--- src/design/constants.sv ---
`default_nettype none

package constants;

  localparam int xlen = 32;
  localparam int reg_addr_w = 5;
  localparam int ram_addr_w = 8; // 256 words of data ram.
  localparam int strb_w = xlen / 8;
  localparam int wb_depth = 4;
  localparam int wb_ptr_w = $clog2(wb_depth);

  // one-hot load and store operation flags.
  typedef struct packed {
    logic lsu_lb;
    logic lsu_lh;
    logic lsu_lw;
    logic lsu_lbu;
    logic lsu_lhu;
    logic lsu_sb;
    logic lsu_sh;
    logic lsu_sw;
  } lsu_op_type;

  // one word seen as byte lanes or as halfword lanes.
  typedef union packed {
    logic [3:0][7:0] lane_b;
    logic [1:0][15:0] lane_h;
  } word_lanes_type;

endpackage

`default_nettype wire
--- src/design/wires.sv ---
`default_nettype none

package wires;

  import constants::*;

  // one instruction handed over from execute.
  typedef struct packed {
    logic wren;
    logic [reg_addr_w-1:0] waddr;
    logic load;
    logic store;
    logic fence;
    logic [xlen-1:0] address; // byte address.
    logic [xlen-1:0] sdata;   // store data, not yet lane aligned.
    logic [xlen-1:0] wdata;   // alu result.
    lsu_op_type lsu_op;
  } execute_out_type;

  // memory stage register.
  typedef struct packed {
    logic valid;
    logic issued; // request presented and still waiting for ready.
    logic wren;
    logic [reg_addr_w-1:0] waddr;
    logic load;
    logic store;
    logic fence;
    logic [xlen-1:0] address;
    logic [xlen-1:0] sdata;
    logic [xlen-1:0] wdata;
    lsu_op_type lsu_op;
  } memory_reg_type;

  localparam memory_reg_type init_memory_reg = '0;

endpackage

`default_nettype wire

--- src/design/mem_if.sv ---
`timescale 1ns/1ns
`default_nettype none

// stage to write buffer request, a zero strobe means a load.
interface mem_if;
  import constants::*;

  logic mem_valid;
  logic mem_fence;
  logic [xlen-1:0] mem_addr;
  logic [xlen-1:0] mem_wdata;
  logic [strb_w-1:0] mem_wstrb;
  logic mem_ready;
  logic [xlen-1:0] mem_rdata;

  modport master (output mem_valid, mem_fence, mem_addr, mem_wdata, mem_wstrb,
                  input mem_ready, mem_rdata);
  modport slave (input mem_valid, mem_fence, mem_addr, mem_wdata, mem_wstrb,
                 output mem_ready, mem_rdata);
endinterface

// stage to load-store unit, purely combinational.
interface lsu_if;
  import constants::*;

  logic [xlen-1:0] ldata;
  logic [strb_w-1:0] byteenable;
  lsu_op_type lsu_op;
  logic [xlen-1:0] result;

  modport master (output ldata, byteenable, lsu_op, input result);
  modport slave (input ldata, byteenable, lsu_op, output result);
endinterface

`default_nettype wire

--- src/design/memory_stage.sv ---
`timescale 1ns/1ns
`default_nettype none

module memory_stage (
  input logic clk,
  input logic rst,
  input logic in_valid,
  output logic in_ready,
  input wires::execute_out_type in_instr,
  input logic flush,
  mem_if.master mem,
  lsu_if.master lsu,
  output logic reg_wren,
  output logic [constants::reg_addr_w-1:0] reg_waddr,
  output logic [constants::xlen-1:0] reg_wdata
);
  import constants::*;
  import wires::*;

  memory_reg_type r, v;
  logic [strb_w-1:0] byteenable;
  logic [xlen-1:0] st_data;
  logic is_mem;
  logic stall;
  logic done;

  // ##########################################################################
  // lane alignment.
  // ##########################################################################

  always_comb begin
    if (r.lsu_op.lsu_lb | r.lsu_op.lsu_lbu | r.lsu_op.lsu_sb) begin
      byteenable = 4'b0001 << r.address[1:0];
    end else if (r.lsu_op.lsu_lh | r.lsu_op.lsu_lhu | r.lsu_op.lsu_sh) begin
      byteenable = 4'b0011 << {r.address[1], 1'b0};
    end else begin
      byteenable = 4'b1111;
    end

    if (r.lsu_op.lsu_sb) begin
      st_data = {4{r.sdata[7:0]}}; // copy the byte into every lane.
    end else if (r.lsu_op.lsu_sh) begin
      st_data = {2{r.sdata[15:0]}};
    end else begin
      st_data = r.sdata;
    end
  end

  // ##########################################################################
  // request and completion.
  // ##########################################################################

  assign is_mem = r.load | r.store | r.fence;

  // a fresh request under flush is never presented.
  assign mem.mem_valid = r.valid & is_mem & (r.issued | ~flush);
  assign mem.mem_fence = r.fence;
  assign mem.mem_addr = r.address;
  assign mem.mem_wdata = st_data;
  assign mem.mem_wstrb = r.store ? byteenable : '0;

  assign lsu.ldata = mem.mem_rdata;
  assign lsu.byteenable = byteenable;
  assign lsu.lsu_op = r.lsu_op;

  assign stall = r.valid & is_mem & ~mem.mem_ready;
  assign done = r.valid & ~stall;
  assign in_ready = ~r.valid | done;

  assign reg_wren = done & r.wren & (|r.waddr) & ~flush;
  assign reg_waddr = r.waddr;
  assign reg_wdata = r.load ? lsu.result : r.wdata;

  always_comb begin
    v = r;
    if (stall & ~flush) v.issued = 1'b1; // hold until ready.
    if (done | flush) v.valid = 1'b0;
    if (in_valid & in_ready) begin
      v.valid = 1'b1;
      v.issued = 1'b0;
      v.wren = in_instr.wren;
      v.waddr = in_instr.waddr;
      v.load = in_instr.load;
      v.store = in_instr.store;
      v.fence = in_instr.fence;
      v.address = in_instr.address;
      v.sdata = in_instr.sdata;
      v.wdata = in_instr.wdata;
      v.lsu_op = in_instr.lsu_op;
    end
  end

  always_ff @(posedge clk) begin
    if (rst == 0) begin
      r <= init_memory_reg;
    end else begin
      r <= v;
    end
  end

endmodule

`default_nettype wire

--- src/flat_wrapper.sv ---
// flat-port wrapper written by rule: the top's interface ports become plain ports
module memory_stage_flat import constants::*; import wires::*;
  (clk, rst, in_valid, in_ready, in_instr, flush, reg_wren, reg_waddr, reg_wdata, mem_mem_valid, mem_mem_fence, mem_mem_addr, mem_mem_wdata, mem_mem_wstrb, mem_mem_ready, mem_mem_rdata, lsu_ldata, lsu_byteenable, lsu_lsu_op, lsu_result);
  mem_if mem_i ();
  lsu_if lsu_i ();
  input logic clk;
  input logic rst;
  input logic in_valid;
  output logic in_ready;
  input wires::execute_out_type in_instr;
  input logic flush;
  output logic reg_wren;
  output logic [constants::reg_addr_w-1:0] reg_waddr;
  output logic [constants::xlen-1:0] reg_wdata;
  output wire logic [$bits(mem_i.mem_valid)-1:0] mem_mem_valid;
  output wire logic [$bits(mem_i.mem_fence)-1:0] mem_mem_fence;
  output wire logic [$bits(mem_i.mem_addr)-1:0] mem_mem_addr;
  output wire logic [$bits(mem_i.mem_wdata)-1:0] mem_mem_wdata;
  output wire logic [$bits(mem_i.mem_wstrb)-1:0] mem_mem_wstrb;
  input wire logic [$bits(mem_i.mem_ready)-1:0] mem_mem_ready;
  input wire logic [$bits(mem_i.mem_rdata)-1:0] mem_mem_rdata;
  output wire logic [$bits(lsu_i.ldata)-1:0] lsu_ldata;
  output wire logic [$bits(lsu_i.byteenable)-1:0] lsu_byteenable;
  output wire logic [$bits(lsu_i.lsu_op)-1:0] lsu_lsu_op;
  input wire logic [$bits(lsu_i.result)-1:0] lsu_result;
  assign mem_mem_valid = mem_i.mem_valid;
  assign mem_mem_fence = mem_i.mem_fence;
  assign mem_mem_addr = mem_i.mem_addr;
  assign mem_mem_wdata = mem_i.mem_wdata;
  assign mem_mem_wstrb = mem_i.mem_wstrb;
  assign mem_i.mem_ready = mem_mem_ready;
  assign mem_i.mem_rdata = mem_mem_rdata;
  assign lsu_ldata = lsu_i.ldata;
  assign lsu_byteenable = lsu_i.byteenable;
  assign lsu_lsu_op = lsu_i.lsu_op;
  assign lsu_i.result = lsu_result;
  memory_stage u_core (.clk(clk), .rst(rst), .in_valid(in_valid), .in_ready(in_ready), .in_instr(in_instr), .flush(flush), .mem(mem_i), .lsu(lsu_i), .reg_wren(reg_wren), .reg_waddr(reg_waddr), .reg_wdata(reg_wdata));
endmodule
--- config.mk ---
export PLATFORM = sky130hd
export DESIGN_NAME = memory_stage_flat
export DESIGN_NICKNAME = d
export VERILOG_FILES = /design/src/design/constants.sv /design/src/design/wires.sv /design/src/design/mem_if.sv /design/src/design/memory_stage.sv /design/src/flat_wrapper.sv
export SDC_FILE = /design/constraint.sdc
export NUM_CORES = 1
export LEC_CHECK = 0
export BUFFER_PORTS_ARGS = -buffer_cell sky130_fd_sc_hd__buf_2
export CORE_MARGIN = 2
export CORE_UTILIZATION = 25
export DETAILED_ROUTE_END_ITERATION = 6
export PLACE_DENSITY = 0.6
export SLEW_MARGIN = 40
export SYNTH_ARGS = -nofsm -noshare
export SYNTH_HDL_FRONTEND = slang
export SYNTH_SLANG_ARGS = --single-unit
--- constraint.sdc ---
create_clock -name clk -period 1.6 [get_ports clk]
set_input_delay 0.08 -clock clk [delete_from_list [all_inputs] [get_ports clk]]
set_output_delay 0.08 -clock clk [all_outputs]
set_load 0.02 [all_outputs]
## Word level (Yosys, flattened, before mapping)

Index checks and enable logic that the tools add are counted.

- Register bits after elaboration: 115
- Bits of input ports: 182
- Word-level logic and storage cells: 55

- Shifts and indexed selects: 2
- Mux-type cells: 9
- Bitwise operators: 23
- Reduce and logical (&&, ||, !) cells: 3

Operator list:

| operator | count |
|---|---|
| $mux 115 | 1 |
| $mux 32 | 3 |
| $mux 4 | 3 |
| $and 1x1->1 | 9 |
| $or 1x1->1 | 9 |
| $not 1->1 | 5 |
| $reduce_or 5->1 | 1 |
| $shl 1x2->4 const A | 1 |
| $shl 2x2->4 const A | 1 |
| $mux 1 | 2 |
| $reduce_bool 2->1 | 1 |
| $reduce_or 2->1 | 1 |

## Logic depth before layout (Yosys ltp)

Gate-level depths: netlist of run 1.

- Word-level depth: 9
- Gate-level depth with buffers: 7
- Mapped depth without buffers: 3

## Worst setup path after synthesis of run 1

No wires, ideal clock.

- Kind: register to output
- Start: reg u_core.r, in the netlist u_core.lsu.lsu_op[1]
- End: out mem_mem_wstrb[0]
- Arrival time: 1.346 ns
- Data required time: 1.520 ns
- Slack: 0.174 ns
- Stages on the path, launching flop included: 5
- Path buffers: 1
- Path through: dfxtp_1 buf_2 nor2_2 a21boi_0 nor2_1

- Word-level cells in the longest chain between the ends: 4

RTL lines:

| what | RTL line | RTL |
|---|---|---|
| start, declared | memory_stage.sv:20 | `memory_reg_type r, v;` |
| start signal, assigned | memory_stage.sv:95 | `r <= init_memory_reg;` |
| start signal, assigned | memory_stage.sv:97 | `r <= v;` |
| $or 1x1->1 | memory_stage.sv:34 | `end else if (r.lsu_op.lsu_lh \| r.lsu_op.lsu_lhu \| r.lsu_op.lsu_sh) begin` |
| $mux 4 | memory_stage.sv:34 |  |
| $mux 4 | memory_stage.sv:32 | `if (r.lsu_op.lsu_lb \| r.lsu_op.lsu_lbu \| r.lsu_op.lsu_sb) begin` |
| $mux 4 | memory_stage.sv:60 | `assign mem.mem_wstrb = r.store ? byteenable : '0;` |
| end, declared | flat_wrapper.sv:19 | `output wire logic [$bits(mem_i.mem_wstrb)-1:0] mem_mem_wstrb;` |

No other way between the ends.

## Worst setup path in the final report of run 1

- Start: reg u_core.r, in the netlist u_core.reg_waddr[2]
- End: out reg_wren

- Word-level cells in the longest chain between the ends: 3

RTL lines:

| what | RTL line | RTL |
|---|---|---|
| $reduce_or 5->1 | memory_stage.sv:70 | `assign reg_wren = done & r.wren & (\|r.waddr) & ~flush;` |
| $and 1x1->1 (2 in series) | memory_stage.sv:70 |  |
| end, declared | flat_wrapper.sv:12 | `output logic reg_wren;` |

No other way between the ends.

==> results of run 1 <==
flip-flops by register name, summed over array words and instances (netlist names):
register and count:
u_core.reg_waddr 5, u_core.mem.mem_fence 1, u_core.lsu.lsu_op 8, u_core.mem.mem_addr 32, u_core.r 69
kinds of logic (layout without fill, tap and decap cells):
group / after synthesis / after routing / synth area share, %
AOI/OAI and AO/OA: 25 / 25 / 2.27
muxes: 161 / 161 / 27.7
buffers and inverters: 141 / 454 / 15.3
and+or+nand+nor: 255 / 255 / 16.5
DFF: 115 / 115 / 38.3
cell usage in the layout (no fill, tap or decap), types with 2 or more instances in the layout:
cell type	netlist	layout
a31o_2	2	2
buf_12	0	8
buf_2	7	219
buf_4	85	19
buf_6	8	48
bufinv_16	0	5
clkbuf_16	0	20
clkinv_2	0	3
clkinv_4	0	4
dfxtp_1	115	110
dfxtp_2	0	3
dfxtp_4	0	2
dlygate4sd3_1	0	114
inv_1	10	10
mux2_4	0	40
mux2i_1	121	121
nand2_1	235	235
nor2_1	11	9
nor2_2	1	2
o21ai_0	19	18
what timing repair did:
item / in CTS / in global routing
endpoints found under the setup margin: 64 / 52
pin swaps: 10 / 5
resized for setup: 66 / 90
hold buffers: 114 / 0
cloned: 1 / 3
hold endpoints to repair: 114 / 0
buffers inserted: 4 / 0
area by class of cell:
class | count | area, µm²
Multi-Input combinational cell | 441 | 3000
Clock buffer | 19 | 443
Sequential cell | 115 | 2310
Fill cell | 2289 | 14000
Inverter | 10 | 37.5
Timing Repair Buffer | 412 | 3180
Clock inverter | 13 | 208
Tap cell | 319 | 399
tightest hold or removal path: stages:
cell and delay [ps]:
buf_6 180, nand2_1 100, mux2i_1 50
cells in the mapped netlist, drive strengths merged, types with 2 or more instances:
cell type and n:
nand2 235, mux2i 121, dfxtp 115, buf 100
mux2 40, clkbuf 31, o21ai 20, nor2 12
inv 10, nor3 3, a31o 2
through the flow:
stage | util [%] | hold WS, ps | cells | setup TNS [ps] | power [W]
finish | 40.7 | 60.5 | 1329 | -890 | 0.00959
detailed placement | 30.4 | 160 | 1175 | 0 | 0.00484
floorplan | - | 219 | 697 | 0 | 0.00445
global route | 40.7 | 64.8 | 1329 | -3940 | 0.0100
CTS | 39.1 | 44.3 | 1326 | -1260 | 0.00950
global placement | 30.4 | 160 | 1175 | 0 | 0.00483
where the power goes:
| part | internal, W | switching (W) | leakage, nW |
|---|---|---|---|
| clock | 0.00281 | 0.00143 | 0.317 |
| combinational | 0.00111 | 0.00103 | 3.41 |
| sequential | 0.00306 | 0.000148 | 0.952 |
final timing paths:
kind / from / end / slack [ps]
worst min-delay path: rst / u_core.lsu.lsu_op[0] / 60
worst max-delay path: u_core.reg_waddr[2] / reg_wren / -80
worst min register to register: u_core.mem.mem_addr[18] / u_core.mem.mem_addr[18] / 450
worst max register to register: u_core.r[106] / u_core.mem.mem_addr[27] / 40
routing by layer:
layer / global-route usage [%] / up-vias / part of all wire [%]
met4: 6.32 / 2 / 3.2
met1: 15.7 / 2610 / 42
met5: 0 / - / 0.066
met2: 25.8 / 222 / 49
met3: 4.53 / 40 / 6.0
li1: - / 2777 / -
==> flow_metrics.tcl, run 1 <==
set metrics [dict create \
    slowest_stage "or4_4" \
    row_count 56 \
    place_hpwl_um 12000 \
    cts_tree "built" \
    synth.ff_latch_count 115 \
    cp.required_ps 1520 \
    die_h_um 159 \
    clk_latency_ps 410 \
    crit_path_cell_trace "or4_4 -> o22ai_2 -> nor3_1 -> buf_4" \
    wl_per_cell_um 14.9 \
    syn_nets 879 \
    clock_path_buffers 2 \
    synth_top_area_cell "dfxtp_1" \
    vias_per_cell 4.25 \
    start_util_pct 25.5 \
    vias 5651 \
    cp_data_arrival_time_ps 1600 \
    r2r_cells 5 \
    dpl-instance-area_mm2 0.00715 \
    num_antenna_cells 0 \
    drt-pass1-iter-count 4 \
    leakage_nw 4.68 \
    grt_first_pass_wirelength_um 29300 \
    cpPeakStageDelay_ps 560 \
    cts.sinks 115 \
    numCtsBuffers 17 \
    hold_path.class "in2reg" \
    synth_ff_type "dfxtp_1" \
    pre_cts_slack_ps 146 \
    htree_levels 4 \
    drc 0 \
    grt_pass1_vias 5727 \
    status "finished with violations" \
    final.period_utilization_pct 105 \
    placeableCoreArea_mm2 0.0235 \
    setup_viol 34 \
    antenna_found_initial 1 \
    hold_depth 3 \
    die-width_um 159 \
    fin_ws_ps -77.9 \
    cp-end-kind "output pin" \
    gp_congestion 0.815 \
    postSynthCellCount 697 \
    relSlewSlack_pct 72.1 \
    synthToLayoutAreaGrowth_pct 59.5 \
    fmax_mhz 596 \
    synth.distinct_cells 24 \
    p_per_area_mw_per_mm2 1000 \
    fin_skew_ps 14.0 \
    ys.warnings.count 0 \
    ios 335 \
    ys_async_sr_fraction_pct 0 \
    vdd_drop_max_uv 511 \
    syn_area_mm2 0.00601 \
    rsz0062_at_grt "yes" \
    path_buf_inv 1 \
    layout-drive-gt1-share_pct 38.4 \
    hold_viol 0 \
    postRouteAntennaNets 0 \
    port_buffers 270 \
    cap_viol_max_count 0 \
    crit_cells 4 \
    drt-total-wl_um 19800 \
    critPathKind "reg2out" \
    synth-seq-area-share_pct 38.3 \
    nets 1179 \
    dieArea_mm2 0.0253 \
    clk_pin_slew_ps 60 \
    drt-initial-drc-count 268 \
    period_needed_ps 1680 \
    synthDominantCellAreaShare_pct 38.3 \
    failed_checks "negative setup slack" \
    cts_root_buf "clkbuf_16" \
    track_usage_pct 14.5 \
    crit_family "simple AND/OR/NAND/NOR gates" \
    path_max_fanout 2 \
    synth_area_leaders "dfxtp_1 (38%), mux2i_1 (20%), nand2_1 (15%)" \
    syn_area_per_cell_um2 8.62 \
    grt_max_degree 77 \
    synth_edf_count 0 \
    grt-ovfl-total 0 \
    slew_violations 0 \
    start_kind "flip-flop" \
    worstMarginPinSlew_ps 418 \
    finalInstanceArea_mm2 0.00958 \
]
Power figures use the tool's default switching activity.
==> run 2: changes to the inputs <==
--- a/config.mk
+++ b/config.mk
@@ -10,6 +10,7 @@
 export CORE_UTILIZATION = 25
 export DETAILED_ROUTE_END_ITERATION = 6
 export PLACE_DENSITY = 0.6
+export SETUP_SLACK_MARGIN = 0.02
 export SLEW_MARGIN = 40
 export SYNTH_ARGS = -nofsm -noshare
 export SYNTH_HDL_FRONTEND = slang
==> run 2 against run 1 <==
Net effect: the flow still finishes with violations (negative setup slack); register-to-register slack better by 20 ps; critical endpoint unchanged; clock power about the same; cell count up 0.15%; via count increased by 0.53%; non-clock buffer count grew 2; maximum frequency barely moved; critical path depth did not move; cell area up 0.43%; combinational power about the same; largest power group unchanged; hold slack barely moved; highest routed layer unchanged.
==> flow_metrics.tcl, run 2 (synthesis results as in run 1) <==
set metrics [dict create \
    whs_endpoint "u_core.lsu.lsu_op[0]" \
    nets 1181 \
    leakage_nw 4.70 \
    finalInstanceArea_mm2 0.00962 \
    top_register "u_core.r" \
    fin_ws_ps -77.8 \
    ios 335 \
    postRouteAntennaNets 0 \
    hold_path.class "in2reg" \
    cp_data_arrival_time_ps 1600 \
    numCtsBuffers 17 \
    dieArea_mm2 0.0253 \
    fin_skew_ps 14.0 \
    cts_tree "built" \
    synthToLayoutAreaGrowth_pct 60.2 \
    cp.required_ps 1520 \
    status "finished with violations" \
    worstMarginPinSlew_ps 405 \
    reg2reg_to "u_core.mem.mem_addr[3]" \
    antenna_found_initial 1 \
    row_count 56 \
    slowest_stage "or4_4" \
    grt-ovfl-total 0 \
    vias 5681 \
    grt_max_degree 77 \
    layout-drive-gt1-share_pct 38.6 \
    track_usage_pct 14.5 \
    dpl-instance-area_mm2 0.00715 \
    cpPeakStageDelay_ps 560 \
    largest_register_ffs 69 \
    start_kind "flip-flop" \
    r2r_cells 4 \
    drt-total-wl_um 19800 \
    drc 0 \
    p_per_area_mw_per_mm2 999 \
    drt-pass1-iter-count 4 \
    die-width_um 159 \
    grt_pass1_vias 5722 \
    die_h_um 159 \
    start_util_pct 25.5 \
    setup_viol 34 \
    clock_path_buffers 2 \
    hold_depth 3 \
    grt_first_pass_wirelength_um 29300 \
    cap_viol_max_count 0 \
    critPathKind "reg2out" \
    reg2reg_from "u_core.r[106]" \
    port_buffers 270 \
    period_needed_ps 1680 \
    placeableCoreArea_mm2 0.0235 \
    num_antenna_cells 0 \
    relSlewSlack_pct 72.6 \
    crit_path_cell_trace "or4_4 -> o22ai_2 -> nor3_1 -> buf_4" \
    vdd_drop_max_uv 507 \
    htree_levels 4 \
    reg2reg_slack_ps 60 \
    fillers 2290 \
    clk_pin_slew_ps 60 \
    failed_checks "negative setup slack" \
    clk_latency_ps 410 \
    gp_congestion 0.815 \
    fmax_mhz 596 \
    hold_start "rst" \
    layout_common_cells "nand2_1 (235), buf_2 (219), mux2i_1 (121)" \
    drt-initial-drc-count 278 \
    hold_viol 0 \
    cp-end-kind "output pin" \
    cts_root_buf "clkbuf_16" \
    place_hpwl_um 12000 \
    rsz0062_at_grt "yes" \
    slew_violations 0 \
    cts.sinks 115 \
    pre_cts_slack_ps 146 \
    wl_per_cell_um 14.9 \
    final.period_utilization_pct 105 \
    mostFrequentLayoutCell "nand2_1" \
    path_max_fanout 2 \
    vias_per_cell 4.27 \
]
## run 2: cell count changes in the layout (fill, tap and decap cells not counted), sizes merged
cell    delta
buf        +1
clkbuf     +1
## run 2: per-layer routing
layer	up-vias	track usage (%)	routed length [µm]
li1	2790	-	-
met1	2630	15.7	8220
met2	217	25.8	9700
met3	42	4.48	1160
met4	2	6.53	674
met5	-	0	13
## run 2: final cells by class
| class | count | area, µm² | area share [%] |
|---|---|---|---|
| timing repair buffer | 414 | 3220 | 33.5 |
| multi-input combinational | 441 | 3000 | 31.2 |
| sequential | 115 | 2310 | 24.1 |
| clock buffer | 19 | 443 | 4.60 |
| tap | 319 | 399 | 4.15 |
| clock inverter | 13 | 208 | 2.16 |
| inverter | 10 | 37.5 | 0.390 |
## run 2: power by group
| group | total, W | leakage (nW) | internal, W | switching [W] |
|---|---|---|---|---|
| clock | 0.00424 | 0.317 | 0.00281 | 0.00143 |
| sequential | 0.00321 | 0.952 | 0.00306 | 0.000149 |
| combinational | 0.00216 | 3.43 | 0.00112 | 0.00104 |
| total | 0.00961 | 4.70 | 0.00699 | 0.00262 |
## run 2: repair_timing
action / in CTS / in global routing
gates cloned: 1 / 4
resized for setup: 69 / 91
pin swaps: 11 / 4
setup buffers: 4 / 1
endpoints found under the setup margin: 64 / 59
hold buffers: 114 / 0
hold endpoints to repair: 114 / 0
## run 2: worst max path at each step
stage / from / end / slack (ps) / depth (start not counted)
6_report: u_core.reg_waddr[2] / reg_wren / -80 / 4
5_1_grt: u_core.reg_waddr[2] / reg_wren / -130 / 4
4_1_cts: u_core.reg_waddr[2] / reg_wren / -120 / 4
3_5_place_dp: u_core.r[114] / u_core.mem.mem_addr[14] / 150 / 5
3_3_place_gp: u_core.r[105] / u_core.mem.mem_addr[11] / 190 / 5
2_1_floorplan: u_core.lsu.lsu_op[1] / mem_mem_wstrb[0] / 170 / 4
## run 2: stage by stage
step | instances | power, W | utilization, % | TNS, ps | hold WS [ps]
floorplan | 697 | 0.00445 | - | 0 | 219
global placement | 1175 | 0.00483 | 30.4 | 0 | 160
detailed placement | 1175 | 0.00484 | 30.4 | 0 | 160
CTS | 1326 | 0.00950 | 39.2 | -1250 | 44.3
global route | 1331 | 0.0100 | 40.9 | -3770 | 64.8
finish | 1331 | 0.00961 | 40.9 | -864 | 60.1
## run 2: critical path: cells and delay by family (launching register included)
kind | cells | cell delay, ps
AND/OR/NAND/NOR | 2 | 620
flip-flops | 1 | 320
buffers and inverters | 1 | 150
AO/OA/AOI/OAI | 1 | 100
