File: src/design/constants.sv
`default_nettype none

package constants;

  localparam int xlen = 32;
  localparam int reg_addr_w = 5;
  localparam int ram_addr_w = 8; // 256 words of data ram.
  localparam int strb_w = xlen / 8;
  localparam int wb_depth = 4;
  localparam int wb_ptr_w = $clog2(wb_depth);

  // one-hot load and store operation flags.
  typedef struct packed {
    logic lsu_lb;
    logic lsu_lh;
    logic lsu_lw;
    logic lsu_lbu;
    logic lsu_lhu;
    logic lsu_sb;
    logic lsu_sh;
    logic lsu_sw;
  } lsu_op_type;

  // one word seen as byte lanes or as halfword lanes.
  typedef union packed {
    logic [3:0][7:0] lane_b;
    logic [1:0][15:0] lane_h;
  } word_lanes_type;

endpackage

`default_nettype wire
File: src/design/mem_if.sv
`timescale 1ns/1ns
`default_nettype none


// stage to load-store unit, purely combinational.
interface lsu_if;
  import constants::*;

  logic [xlen-1:0] ldata;
  logic [strb_w-1:0] byteenable;
  lsu_op_type lsu_op;
  logic [xlen-1:0] result;

  modport master (output ldata, byteenable, lsu_op, input result);
  modport slave (input ldata, byteenable, lsu_op, output result);
endinterface

`default_nettype wire

File: src/design/load_store_unit.sv
`timescale 1ns/1ns
`default_nettype none

module load_store_unit (
  lsu_if.slave lsu
);
  import constants::*;

  word_lanes_type word;
  logic [7:0] byte_val;
  logic [15:0] half_val;

  always_comb begin
    word = lsu.ldata;

    // the byte enable names the lane.
    byte_val = word.lane_b[0];
    if (lsu.byteenable[1]) byte_val = word.lane_b[1];
    if (lsu.byteenable[2]) byte_val = word.lane_b[2];
    if (lsu.byteenable[3]) byte_val = word.lane_b[3];
    half_val = lsu.byteenable[2] ? word.lane_h[1] : word.lane_h[0];

    if (lsu.lsu_op.lsu_lb) begin
      lsu.result = {{(xlen-8){byte_val[7]}}, byte_val};
    end else if (lsu.lsu_op.lsu_lbu) begin
      lsu.result = {{(xlen-8){1'b0}}, byte_val};
    end else if (lsu.lsu_op.lsu_lh) begin
      lsu.result = {{(xlen-16){half_val[15]}}, half_val};
    end else if (lsu.lsu_op.lsu_lhu) begin
      lsu.result = {{(xlen-16){1'b0}}, half_val};
    end else begin
      lsu.result = word; // lsu_lw.
    end
  end

endmodule

`default_nettype wire

File: src/flat_wrapper.sv
// flat-port wrapper written by rule: the top's interface ports become plain ports
module load_store_unit_flat import constants::*;
  (lsu_ldata, lsu_byteenable, lsu_lsu_op, lsu_result);
  lsu_if lsu_i ();
  input wire logic [$bits(lsu_i.ldata)-1:0] lsu_ldata;
  input wire logic [$bits(lsu_i.byteenable)-1:0] lsu_byteenable;
  input wire logic [$bits(lsu_i.lsu_op)-1:0] lsu_lsu_op;
  output wire logic [$bits(lsu_i.result)-1:0] lsu_result;
  assign lsu_i.ldata = lsu_ldata;
  assign lsu_i.byteenable = lsu_byteenable;
  assign lsu_i.lsu_op = lsu_lsu_op;
  assign lsu_result = lsu_i.result;
  load_store_unit u_core (.lsu(lsu_i));
endmodule
File: config.mk
export PLATFORM = sky130hd
export DESIGN_NAME = load_store_unit_flat
export DESIGN_NICKNAME = d
export VERILOG_FILES = /design/src/design/constants.sv /design/src/design/mem_if.sv /design/src/design/load_store_unit.sv /design/src/flat_wrapper.sv
export SDC_FILE = /design/constraint.sdc
export NUM_CORES = 1
export LEC_CHECK = 0
export BUFFER_PORTS_ARGS = -buffer_cell sky130_fd_sc_hd__buf_2
export CAP_MARGIN = 10
export CORE_MARGIN = 2
export CORE_UTILIZATION = 40
export DETAILED_ROUTE_END_ITERATION = 8
export GPL_ROUTABILITY_DRIVEN = 0
export PLACE_DENSITY = 0.94
export SLEW_MARGIN = 20
export SYNTH_ARGS = -nofsm -noshare
export SYNTH_HDL_FRONTEND = slang
export SYNTH_SLANG_ARGS = --single-unit
File: constraint.sdc
create_clock -name vclk -period 1.6
set_clock_uncertainty 0.05 [all_clocks]
set_input_delay 0.32 -clock vclk [all_inputs]
set_output_delay 0.32 -clock vclk [all_outputs]
set_load 0.1 [all_outputs]
==> summary.txt, run 1 <==
Outcome
  • Stopping stage: detailed placement
  • Status: stopped before the end
  • First Error: [ERROR DPL-0038] Utilization greater than 100%, impossible to legalize

Floorplanning
  • Die width: a little over 50 um
  • IO Count: between 70 and 80
  • Initial Util: between 40% and 50%
  • Chip Height: around 50 um
  • Rows: 16

Synth
  • Mux cell area share after synthesis: just under 20%
  • Post-Synth Simple-Gate Area: approximately an eighth
  • Adder-Cell Fraction of Synth Area: 0%
  • Mapped Nets: roughly 180
  • Synth Cell Area: between 800 and 900 um^2
  • XOR/XNOR Fraction of Synth Area: 0%
  • Post-Syn Instances: 137
  • Fraction of the mapped netlist area in compound gates: about 53%
  • Largest family of logic cells by synthesized area: compound AO/OA/AOI/OAI gates
  • YS warnings: 0
  • Sequential share of the synthesized area: 0%
  • Syn Area/Cell: 6.31 um^2
  • Synth cell types: 23

Placement
  • Buffers on Ports: ~70
Yosys cell counts (2+ instances only):
| master | number | area share (%) |
|---|---|---|
| a32oi_1 | 8 | 8.1 |
| o21ai_0 | 20 | 12 |
| mux2i_1 | 9 | 10 |
| buf_6 | 5 | 6.5 |
| buf_2 | 2 | 1.2 |
| mux2_2 | 7 | 9.1 |
| clkbuf_1 | 5 | 2.2 |
| a21oi_1 | 30 | 17 |
| nor2_1 | 5 | 2.2 |
| nand2_1 | 16 | 6.9 |
| o21ai_2 | 10 | 10 |
| inv_1 | 9 | 3.9 |
per-stage QoR:
stage,setup slack (ns),instance area [um^2]
global placement,-0.341,2290
floorplan,-0.336,1270
kinds of logic after synthesis:
family | Yosys count
compound gates | 73
simple gates | 26
buf+inv | 22
mux | 16
==> inputs of run 2 (changes only) <==
--- a/config.mk
+++ b/config.mk
@@ -7,11 +7,11 @@
 export LEC_CHECK = 0
 export BUFFER_PORTS_ARGS = -buffer_cell sky130_fd_sc_hd__buf_2
 export CAP_MARGIN = 10
-export CORE_MARGIN = 2
-export CORE_UTILIZATION = 40
+export CORE_AREA = 2 2 63 65
 export DETAILED_ROUTE_END_ITERATION = 8
+export DIE_AREA = 0 0 65 67
 export GPL_ROUTABILITY_DRIVEN = 0
-export PLACE_DENSITY = 0.94
+export PLACE_DENSITY_LB_ADDON = 0.15
 export SLEW_MARGIN = 20
 export SYNTH_ARGS = -nofsm -noshare
 export SYNTH_HDL_FRONTEND = slang
==> run 2 against run 1 <==
Compared with the run above: the flow now finishes, with violations (negative setup slack); area after synthesis did not move; synthesized cell count did not move.
==> summary.txt, run 2 <==
Outcome
  • Status: finished, violations left
  • Failing checks: negative setup slack

Worst setup path
  • Crit end category: primary output
  • Crit start category: input port
  • Worst Path Max Fanout: 6
  • Crit path DAT: about 1.6 ns
  • Crit path kind: in -> out
  • Worst EP required: between 1 and 1.5 ns

Synth
  • Largest family of logic cells by synthesized area: compound AO/OA/AOI/OAI gates
  • Synth cell types: 23
  • Post-Syn Instances: roughly 140
  • Yosys top cell area share: around 17%
  • Syn Area/Cell: 6.31 um^2
  • Post-synth top area cell: a21oi_1
  • Post-synth top cells: 30 x a21oi_1, 20 x o21ai_0, 16 x nand2_1
  • Mapped Nets: ~180
  • Sequential share of the synthesized area: 0%
  • Count leader, synth: a21oi_1
  • Top post-synthesis cells by area: a21oi_1 17%, o21ai_0 12%, mux2i_1 10%
  • Fraction of the mapped netlist area in compound gates: a little over half
  • Adder-Cell Fraction of Synth Area: 0%
  • Mux cell area share after synthesis: between 10% and 20%
  • Post-Synth Simple-Gate Area: 13.2%
  • XOR/XNOR Fraction of Synth Area: 0%
  • Synth Cell Area: ~860 um^2
  • YS warnings: 0

STA
  • RSZ-0062 raised after global routing: yes
  • Top achievable clock speed: roughly 500 MHz
  • Final hold vios: 0
  • Slew @ Worst Pin: around 0.37 ns
  • Final Critical Period: about 2 ns
  • Slew Limit Fails: 0
  • Crit path setup slack, layout: -0.404 ns
  • Final setup fails: 32
  • Period utilization: 125%
  • Slew headroom: about three quarters

Floorplanning
  • Die width: approximately 65 um
  • Chip Height: about 67 um
  • Die ar.: around 4400 um^2
  • IO Count: 76
  • Rows: 22
  • Core Footprint: 3610 um^2
  • Initial Util: a little under a quarter

Placement
  • Buffers on Ports: 71
  • Area after DPL: 2360 um^2
  • Detailed placer's ending HPWL: between 3 and 4 mm

Pwr
  • Combinational fraction of design power: 100.0%
  • Pwr Density: ~630 nW/um^2
  • Clock share of power: 0%
  • Static Leakage: 0.00115 uW
  • Sw frac: 61.5%
  • Seq pwr share: 0%
  • Int Power: around 660 uW
  • Maximum vdd drop: between 400 and 500 uV
  • P_sw: roughly 1100 uW

Drt
  • DRT Pass-1 Iters: 4
  • Residual DRC: 0
  • Per-cell routed wire length: 17.4 um
  • Antenna-violating nets left: 0
  • DR vias/cell: approximately 5.2
  • DR iter-0 viols: between 40 and 50
  • Via count: around 1500
  • WL final: around 4.9 mm

Worst hold path
  • Hold Crit Endpoint: lsu_result[5]
  • Worst hold path class: in -> out
  • Hold Path Depth: 4
  • Startpoint of the worst hold path: lsu_ldata[5]

GRT
  • Initial antenna violation count: 0
  • GR Overflow Total: 0
  • Vias in the first global route: about 1600
  • Layer with the highest usage: met2
  • First-pass GRT wire length: 7.67 mm
  • Met2 usage: a little over two fifths
  • Largest net degree at the start of global routing: 16
  • GR Layer Usage met3: between 3 and 4%
  • GR Util All Layers: ~23%
  • GR Util met1: around a quarter

Layout
  • Final Util: 75.4%
  • Num sequential: 0
  • Area delta synth->final: 214%
  • Nets: 280
  • Commonest non-fill, non-tap cell in the layout: buf_12
  • Layout cells sized above 1: around 77%
  • Register Area: 0 um^2
  • Diode count: 0
  • Clkbuf count: 0
  • Final instance area: 2720 um^2
  • Most frequent cells in the layout: 39 x buf_12, 35 x buf_2, 26 x a21oi_1

Flow run
  • Max-Cap Viols: 0
## run 2: what timing repair did
action / CTS / global route
resized for setup: 56 / 16
hold buffers: 0 / 0
cloned: 4 / 0
pin swaps: 19 / 9
setup endpoints to repair: 32 / 32
buffers inserted: 9 / 1
## run 2: cell type report
type | count | area, um^2
Timing Repair Buffer | 110 | 1350
Multi-Input combinational cell | 115 | 1280
Fill cell | 233 | 888
Tap cell | 48 | 60.1
Inverter | 9 | 33.8
## run 2: per-stage QoR
step                      total power (uW)  cells  setup TNS (ns)  setup WS (ns)  hold slack [ns]
after global routing                  1780    282          -10.75         -0.443             1.05
after detailed placement              1580    274          -13.10         -0.461             1.07
after global placement                1570    274          -12.14         -0.412             1.06
final                                 1730    282           -9.55         -0.404             1.04
after floorplan                       1020    137           -9.95         -0.336            0.962
after CTS                             1720    284           -9.25         -0.353             1.04
## run 2: metal layers
layer	vias up	wire [um]
li1	701	-
met1	685	1870
met2	67	2590
met3	11	345
met4	0	108
met5	-	0
## run 2: critical path, cell delays in order
cell       delay, ns
buf_8           0.11
mux2i_2         0.14
a221oi_2        0.29
nand2_2         0.18
bufbuf_16       0.32
o21ai_4         0.07
buf_12          0.19
## run 2: worst max-delay path by stage
stage                                 start             end  slack [ns]  cells after the start
after floorplan           lsu_byteenable[2]  lsu_result[21]       -0.34                      6
after global placement    lsu_byteenable[2]  lsu_result[17]       -0.41                      6
after detailed placement  lsu_byteenable[2]  lsu_result[28]       -0.46                      6
after CTS                 lsu_byteenable[1]  lsu_result[24]       -0.35                      7
after global routing      lsu_byteenable[1]  lsu_result[15]       -0.44                      8
final                     lsu_byteenable[1]  lsu_result[21]       -0.40                      7
## run 2: power groups by stage
stage               Sequential [uW]  Clock (uW)  Combinational, uW
global placement                  0           0               1570
finish                            0           0               1730
global route                      0           0               1780
floorplan                         0           0               1020
CTS                               0           0               1720
detailed placement                0           0               1580
## run 2: cells by family (layout without fill, tap and decap cells)
family	count (synthesis)	in the layout
AOI/OAI and AO/OA	73	73
muxes	16	16
and+or+nand+nor	26	26
buffers and inverters	22	119
(Power assumes the default switching activity.)
==> inputs of run 3 (changes only) <==
--- a/config.mk
+++ b/config.mk
@@ -5,7 +5,7 @@
 export SDC_FILE = /design/constraint.sdc
 export NUM_CORES = 1
 export LEC_CHECK = 0
-export BUFFER_PORTS_ARGS = -buffer_cell sky130_fd_sc_hd__buf_2
+export BUFFER_PORTS_ARGS = -buffer_cell sky130_fd_sc_hd__buf_4
 export CAP_MARGIN = 10
 export CORE_AREA = 2 2 63 65
 export DETAILED_ROUTE_END_ITERATION = 8
==> run 3 against run 2 <==
Compared with the run above: critical path depth down 1; the run still ends with negative setup slack left; first-iteration DRC count fell by 48%; worst hold slack got worse by 0.0058 ns; setup slack better by 0.16 ns; cell count is 0.35% lower; via count hardly changed; core utilization is 0.87 points lower; non-clock buffer count down 1; combinational power barely moved; fmax is 8.8% higher; clock-buffer cell count unchanged; highest routed layer unchanged.
==> summary.txt, run 3 (synthesized netlist as in run 2, its figures left out) <==
Outcome
  • Status: finished, violations left
  • Failing checks: negative setup slack

Worst setup path
  • Worst EP required: 1.23 ns
  • Sequence of cells on the critical path: buf_8 -> o21ai_4 -> clkbuf_16 -> mux2i_2 -> o21ai_4 -> buf_12
  • Worst setup endpoint: lsu_result[14]
  • Crit path DAT: 1.47 ns
  • Slowest stage delay, CP: around 0.28 ns
  • Worst setup path start: lsu_lsu_op[6]
  • Slowest cell on crit path: mux2i_2
  • Crit end category: primary output
  • Most frequent CP cell: o21ai_4
  • Crit path kind: in -> out
  • Worst Path Max Fanout: 8
  • Crit start category: input port

STA
  • Slew @ Worst Pin: roughly 0.31 ns
  • Top achievable clock speed: around 540 MHz
  • Slew Limit Fails: 0
  • Final hold vios: 0
  • RSZ-0062 raised after global routing: yes
  • Final Critical Period: ~1.8 ns
  • Slew headroom: roughly four fifths
  • Period utilization: 115%
  • Final setup fails: 32
  • Crit path setup slack, layout: -0.242 ns

Pwr
  • Sw frac: 61.4%
  • P_sw: around 1000 uW
  • Pwr Density: 634 nW/um^2
  • Static Leakage: 0.00112 uW
  • Total power draw: about 1700 uW
  • Maximum vdd drop: slightly below 400 uV
  • Combinational fraction of design power: 100.0%
  • Clock share of power: 0%
  • Seq pwr share: 0%
  • Int Power: ~660 uW

Floorplanning
  • Die ar.: 4360 um^2
  • Die width: around 65 um
  • Initial Util: about a quarter
  • IO Count: 76
  • Chip Height: between 60 and 70 um
  • Core Footprint: 3610 um^2
  • Rows: 22

GRT
  • First-pass GRT wire length: about 7.7 mm
  • GR Util All Layers: 22.5%
  • GR Overflow Total: 0
  • Initial antenna violation count: 0
  • Largest net degree at the start of global routing: 17
  • Vias in the first global route: 1620

Drt
  • DR vias/cell: 5.21
  • Antenna-violating nets left: 0
  • WL final: between 4 and 5 mm
  • DR iter-0 viols: 23
  • Residual DRC: 0
  • Per-cell routed wire length: about 17 um
  • DRT Pass-1 Iters: 4
  • Via count: roughly 1500

Flow run
  • Max-Cap Viols: 0

Layout
  • Nets: around 280
  • Layout cells sized above 1: 75.5%
  • Clkbuf count: 0
  • Num sequential: 0
  • Register Area: 0 um^2
  • Area delta synth->final: 211%
  • Diode count: 0
  • Most frequent cells in the layout: 60 x buf_4, 36 x buf_12, 27 x a21oi_1
  • Commonest non-fill, non-tap cell in the layout: buf_4
  • Fillers: 240

Placement
  • Setup WS pre-CTS: -0.352 ns
  • Buffers on Ports: 71
  • Detailed placer's ending HPWL: 3.43 mm

Clock tree
  • Hold Buf Count CTS: 0

Worst hold path
  • Worst hold path class: in -> out
==> run 3: cell types whose count changed in the layout (fill, tap and decap cells not counted), moves of 2 or more <==
cell | previous run | this run
o21ai_2 | 6 | 3
mux2i_1 | 8 | 5
mux2i_2 | 1 | 4
o21ai_1 | 1 | 3
buf_12 | 39 | 36
nand2_1 | 4 | 7
nand2_4 | 9 | 7
buf_4 | 21 | 60
buf_2 | 35 | 0
a21oi_4 | 2 | 0
==> run 3: layer usage <==
layer | track usage [%] | vias to the layer above | share of wire [%]
met5 | 0 | - | 0
met4 | 4.52 | 0 | 0.74
met1 | 25.3 | 704 | 38
met3 | 2.87 | 4 | 5.4
met2 | 44.8 | 63 | 55
li1 | - | 694 | -
==> run 3: timing repair <==
| action | in CTS | in global routing |
|---|---|---|
| cloned | 1 | 1 |
| setup endpoints to repair | 32 | 32 |
| buffers inserted | 0 | 2 |
| pin swaps | 9 | 10 |
| gates resized for setup | 136 | 12 |
| endpoints found under the hold margin | 0 | 0 |
==> run 3: how the worst min path moves through the flow <==
stage / start / endpoint / slack (ns) / depth (start not counted)
global placement: lsu_ldata[0] / lsu_result[0] / 1.10 / 4
finish: lsu_ldata[1] / lsu_result[1] / 1.03 / 4
CTS: lsu_ldata[1] / lsu_result[1] / 1.04 / 4
floorplan: lsu_ldata[0] / lsu_result[0] / 0.96 / 2
detailed placement: lsu_ldata[0] / lsu_result[0] / 1.11 / 4
global route: lsu_ldata[1] / lsu_result[1] / 1.05 / 4
==> run 3: worst max-delay path, delay by kind of cell <==
kind                   cells  cell delay [ns]
AO/OA/AOI/OAI              2             0.36
buffers and inverters      3             0.50
multiplexers               1             0.28
==> run 3: power groups by stage <==
stage / Clock, uW / Combinational (uW) / Sequential [uW]
after CTS: 0 / 1670 / 0
after floorplan: 0 / 1020 / 0
after detailed placement: 0 / 1350 / 0
final: 0 / 1700 / 0
after global routing: 0 / 1760 / 0
after global placement: 0 / 1340 / 0
==> run 3: area by class of cell <==
type	instances	area (um^2)	share of cell area (%)
inverters	9	33.8	1.26
well taps	48	60.1	2.24
repair buffers	109	1360	50.5
multi-input cells	115	1240	46.0
==> run 3: stage by stage <==
step / utilization, % / cells / instance area, um^2 / hold slack [ns] / setup TNS (ns)
2_1_floorplan: - / 137 / 1270 / 0.962 / -9.95
3_3_place_gp: 57.1 / 278 / 2060 / 1.10 / -9.11
3_5_place_dp: 57.1 / 278 / 2060 / 1.11 / -9.95
4_1_cts: 72.2 / 278 / 2600 / 1.04 / -5.75
5_1_grt: 74.5 / 281 / 2690 / 1.05 / -8.56
6_report: 74.5 / 281 / 2690 / 1.03 / -6.60
==> inputs of run 4 (changes only) <==
--- a/config.mk
+++ b/config.mk
@@ -5,11 +5,12 @@
 export SDC_FILE = /design/constraint.sdc
 export NUM_CORES = 1
 export LEC_CHECK = 0
+export ABC_AREA = 1
 export BUFFER_PORTS_ARGS = -buffer_cell sky130_fd_sc_hd__buf_4
 export CAP_MARGIN = 10
-export CORE_AREA = 2 2 63 65
+export CORE_MARGIN = 2
+export CORE_UTILIZATION = 30
 export DETAILED_ROUTE_END_ITERATION = 8
-export DIE_AREA = 0 0 65 67
 export GPL_ROUTABILITY_DRIVEN = 0
 export PLACE_DENSITY_LB_ADDON = 0.15
 export SLEW_MARGIN = 20
==> run 4 against run 3 <==
Compared with the run above: the run still ends with negative setup slack left; largest power group unchanged; die area down 5.5%; sequential cell count unchanged; fmax up 8.2%; synthesized cell count up 58%; worst hold slack worse by 0.020 ns; sequential share of layout area unchanged; clock-buffer cell count unchanged; global-route usage up 1.6 points; critical path depth up 1; total power down 2.1%.
==> summary.txt, run 4 <==
Outcome
  • Status: finished, violations left
  • Failing checks: negative setup slack

Floorplanning
  • Rows: 21
  • IO Count: 76
  • Die width: 64.2 um
  • Chip Height: 64.2 um
  • Initial Util: about a third
  • Core Footprint: approximately 3400 um^2
  • Die ar.: approximately 4100 um^2

Layout
  • Diode count: 0
  • Fillers: between 200 and 250
  • Layout cells sized above 1: 64.4%
  • Commonest non-fill, non-tap cell in the layout: buf_4
  • Num sequential: 0
  • Clkbuf count: 0
  • Register Area: 0 um^2
  • Area delta synth->final: 157%
  • Most frequent cells in the layout: 54 x buf_4, 53 x nand2_1, 38 x buf_12
  • Nets: approximately 360

STA
  • Slew Limit Fails: 0
  • RSZ-0062 raised after global routing: yes
  • Final setup fails: 32
  • Final Critical Period: ~1.7 ns
  • Crit path setup slack, layout: -0.102 ns
  • Final hold vios: 0
  • Period utilization: 106%
  • Slew @ Worst Pin: 0.276 ns
  • Top achievable clock speed: approximately 600 MHz
  • Slew headroom: slightly above 80%

Synth
  • Mapped Nets: 261
  • Post-synth top area cell: nand2_1
  • Sequential share of the synthesized area: 0%
  • YS warnings: 0
  • Count leader, synth: nand2_1
  • Synth Cell Area: between 1000 and 1500 um^2
  • Top post-synthesis cells by area: nand2_1 29%, nand2_2 12%, buf_6 8.3%
  • Post-synth top cells: 83 x nand2_1, 23 x inv_1, 21 x nand2_2
  • Yosys top cell area share: 28.7%
  • Synth cell types: 21
  • Syn Area/Cell: between 5 and 6 um^2
  • Post-Syn Instances: roughly 220

Worst setup path
  • Slowest cell on crit path: o21ai_4
  • Sequence of cells on the critical path: buf_12 -> o21ai_4 -> nand2_4 -> o21ai_1 -> nand2_1 -> nand2_4 -> buf_12
  • Crit start category: input port
  • Worst Path Max Fanout: 8
  • Crit path kind: in -> out
  • Worst EP required: approximately 1.2 ns
  • Slowest stage delay, CP: 0.25 ns
  • Crit end category: primary output
  • Crit path DAT: 1.33 ns

Flow run
  • Max-Cap Viols: 0

Pwr
  • Pwr Density: between 500 and 600 nW/um^2
  • Static Leakage: around 0.0014 uW
  • Total power draw: around 1700 uW
  • Maximum vdd drop: roughly 340 uV

Drt
  • Per-cell routed wire length: between 15 and 20 um
  • WL final: approximately 5.5 mm
  • DRT Pass-1 Iters: 4
  • DR iter-0 viols: 78
  • Via count: around 1800
  • Residual DRC: 0
  • DR vias/cell: about 5
  • Antenna-violating nets left: 0

GRT
  • First-pass GRT wire length: 8.03 mm
  • Vias in the first global route: 1670
  • Initial antenna violation count: 0
  • GR Util All Layers: roughly 24%
  • Largest net degree at the start of global routing: 15
  • GR Overflow Total: 0

Clock tree
  • Hold Buf Count CTS: 0

Worst hold path
  • Worst hold path class: in -> out

Placement
  • Buffers on Ports: between 70 and 80
  • Setup WS pre-CTS: -0.191 ns
  • Detailed placer's ending HPWL: about 3.2 mm
## run 4: changes by cell type after synthesis, moves of 9 or more
cell	before	now
nand2_2	1	21
nand2_1	16	83
a21oi_1	30	15
o21ai_0	20	5
inv_1	9	23
mux2i_1	9	0
nor2_1	5	15
## run 4: final timing paths
kind	from	to	slack, ns	cells after the start
max	lsu_byteenable[2]	lsu_result[26]	-0.10	7
min	lsu_ldata[8]	lsu_result[8]	1.01	4
## run 4: cell type report
cell class	count	area [um^2]	share of cell area, %
tap	46	57.6	2.06
inverter	29	129	4.62
multi-input combinational	175	1240	44.3
timing repair buffer	105	1370	49.0
## run 4: power by group
part           internal [uW]  switching (uW)
Sequential                 0               0
Combinational            631            1040
Clock                      0               0
## run 4: kinds of logic after synthesis
logic type / after synthesis / share of synthesized area (%)
AO/OA/AOI/OAI: 40 / 21.9
buffers and inverters: 43 / 21.8
AND/OR/NAND/NOR: 134 / 56.3
## run 4: critical path: cells and delay by family
family	cells	cell delay, ns
AND/OR/NAND/NOR	3	0.35
buffers and inverters	2	0.29
AO/OA/AOI/OAI	2	0.36
## run 4: timing repair
action / 4_1_cts / 5_1_grt
pin swaps: 21 / 37
gates cloned: 3 / 1
resized for setup: 135 / 46
setup endpoints to repair: 32 / 32
buffers inserted: 3 / 3
hold endpoints to repair: 0 / 0
## run 4: per-stage QoR
stage	hold WS, ns	TNS (ns)	cells	utilization [%]	cell area, um^2
finish	1.01	-1.84	355	81.7	2790
global route	1.05	-3.17	355	81.7	2790
CTS	1.04	-1.35	351	75.8	2590
detailed placement	1.10	-4.72	345	58.0	1980
global placement	1.11	-4.66	345	58.0	1980
floorplan	0.956	-0.932	217	-	1300
## run 4: metal layers
layer	up-vias	track usage, %	wire [um]
met2	69	46.9	2930
met3	8	1.76	269
li1	862	-	-
met1	821	30.4	2240
met4	0	0.266	90
met5	-	0	0
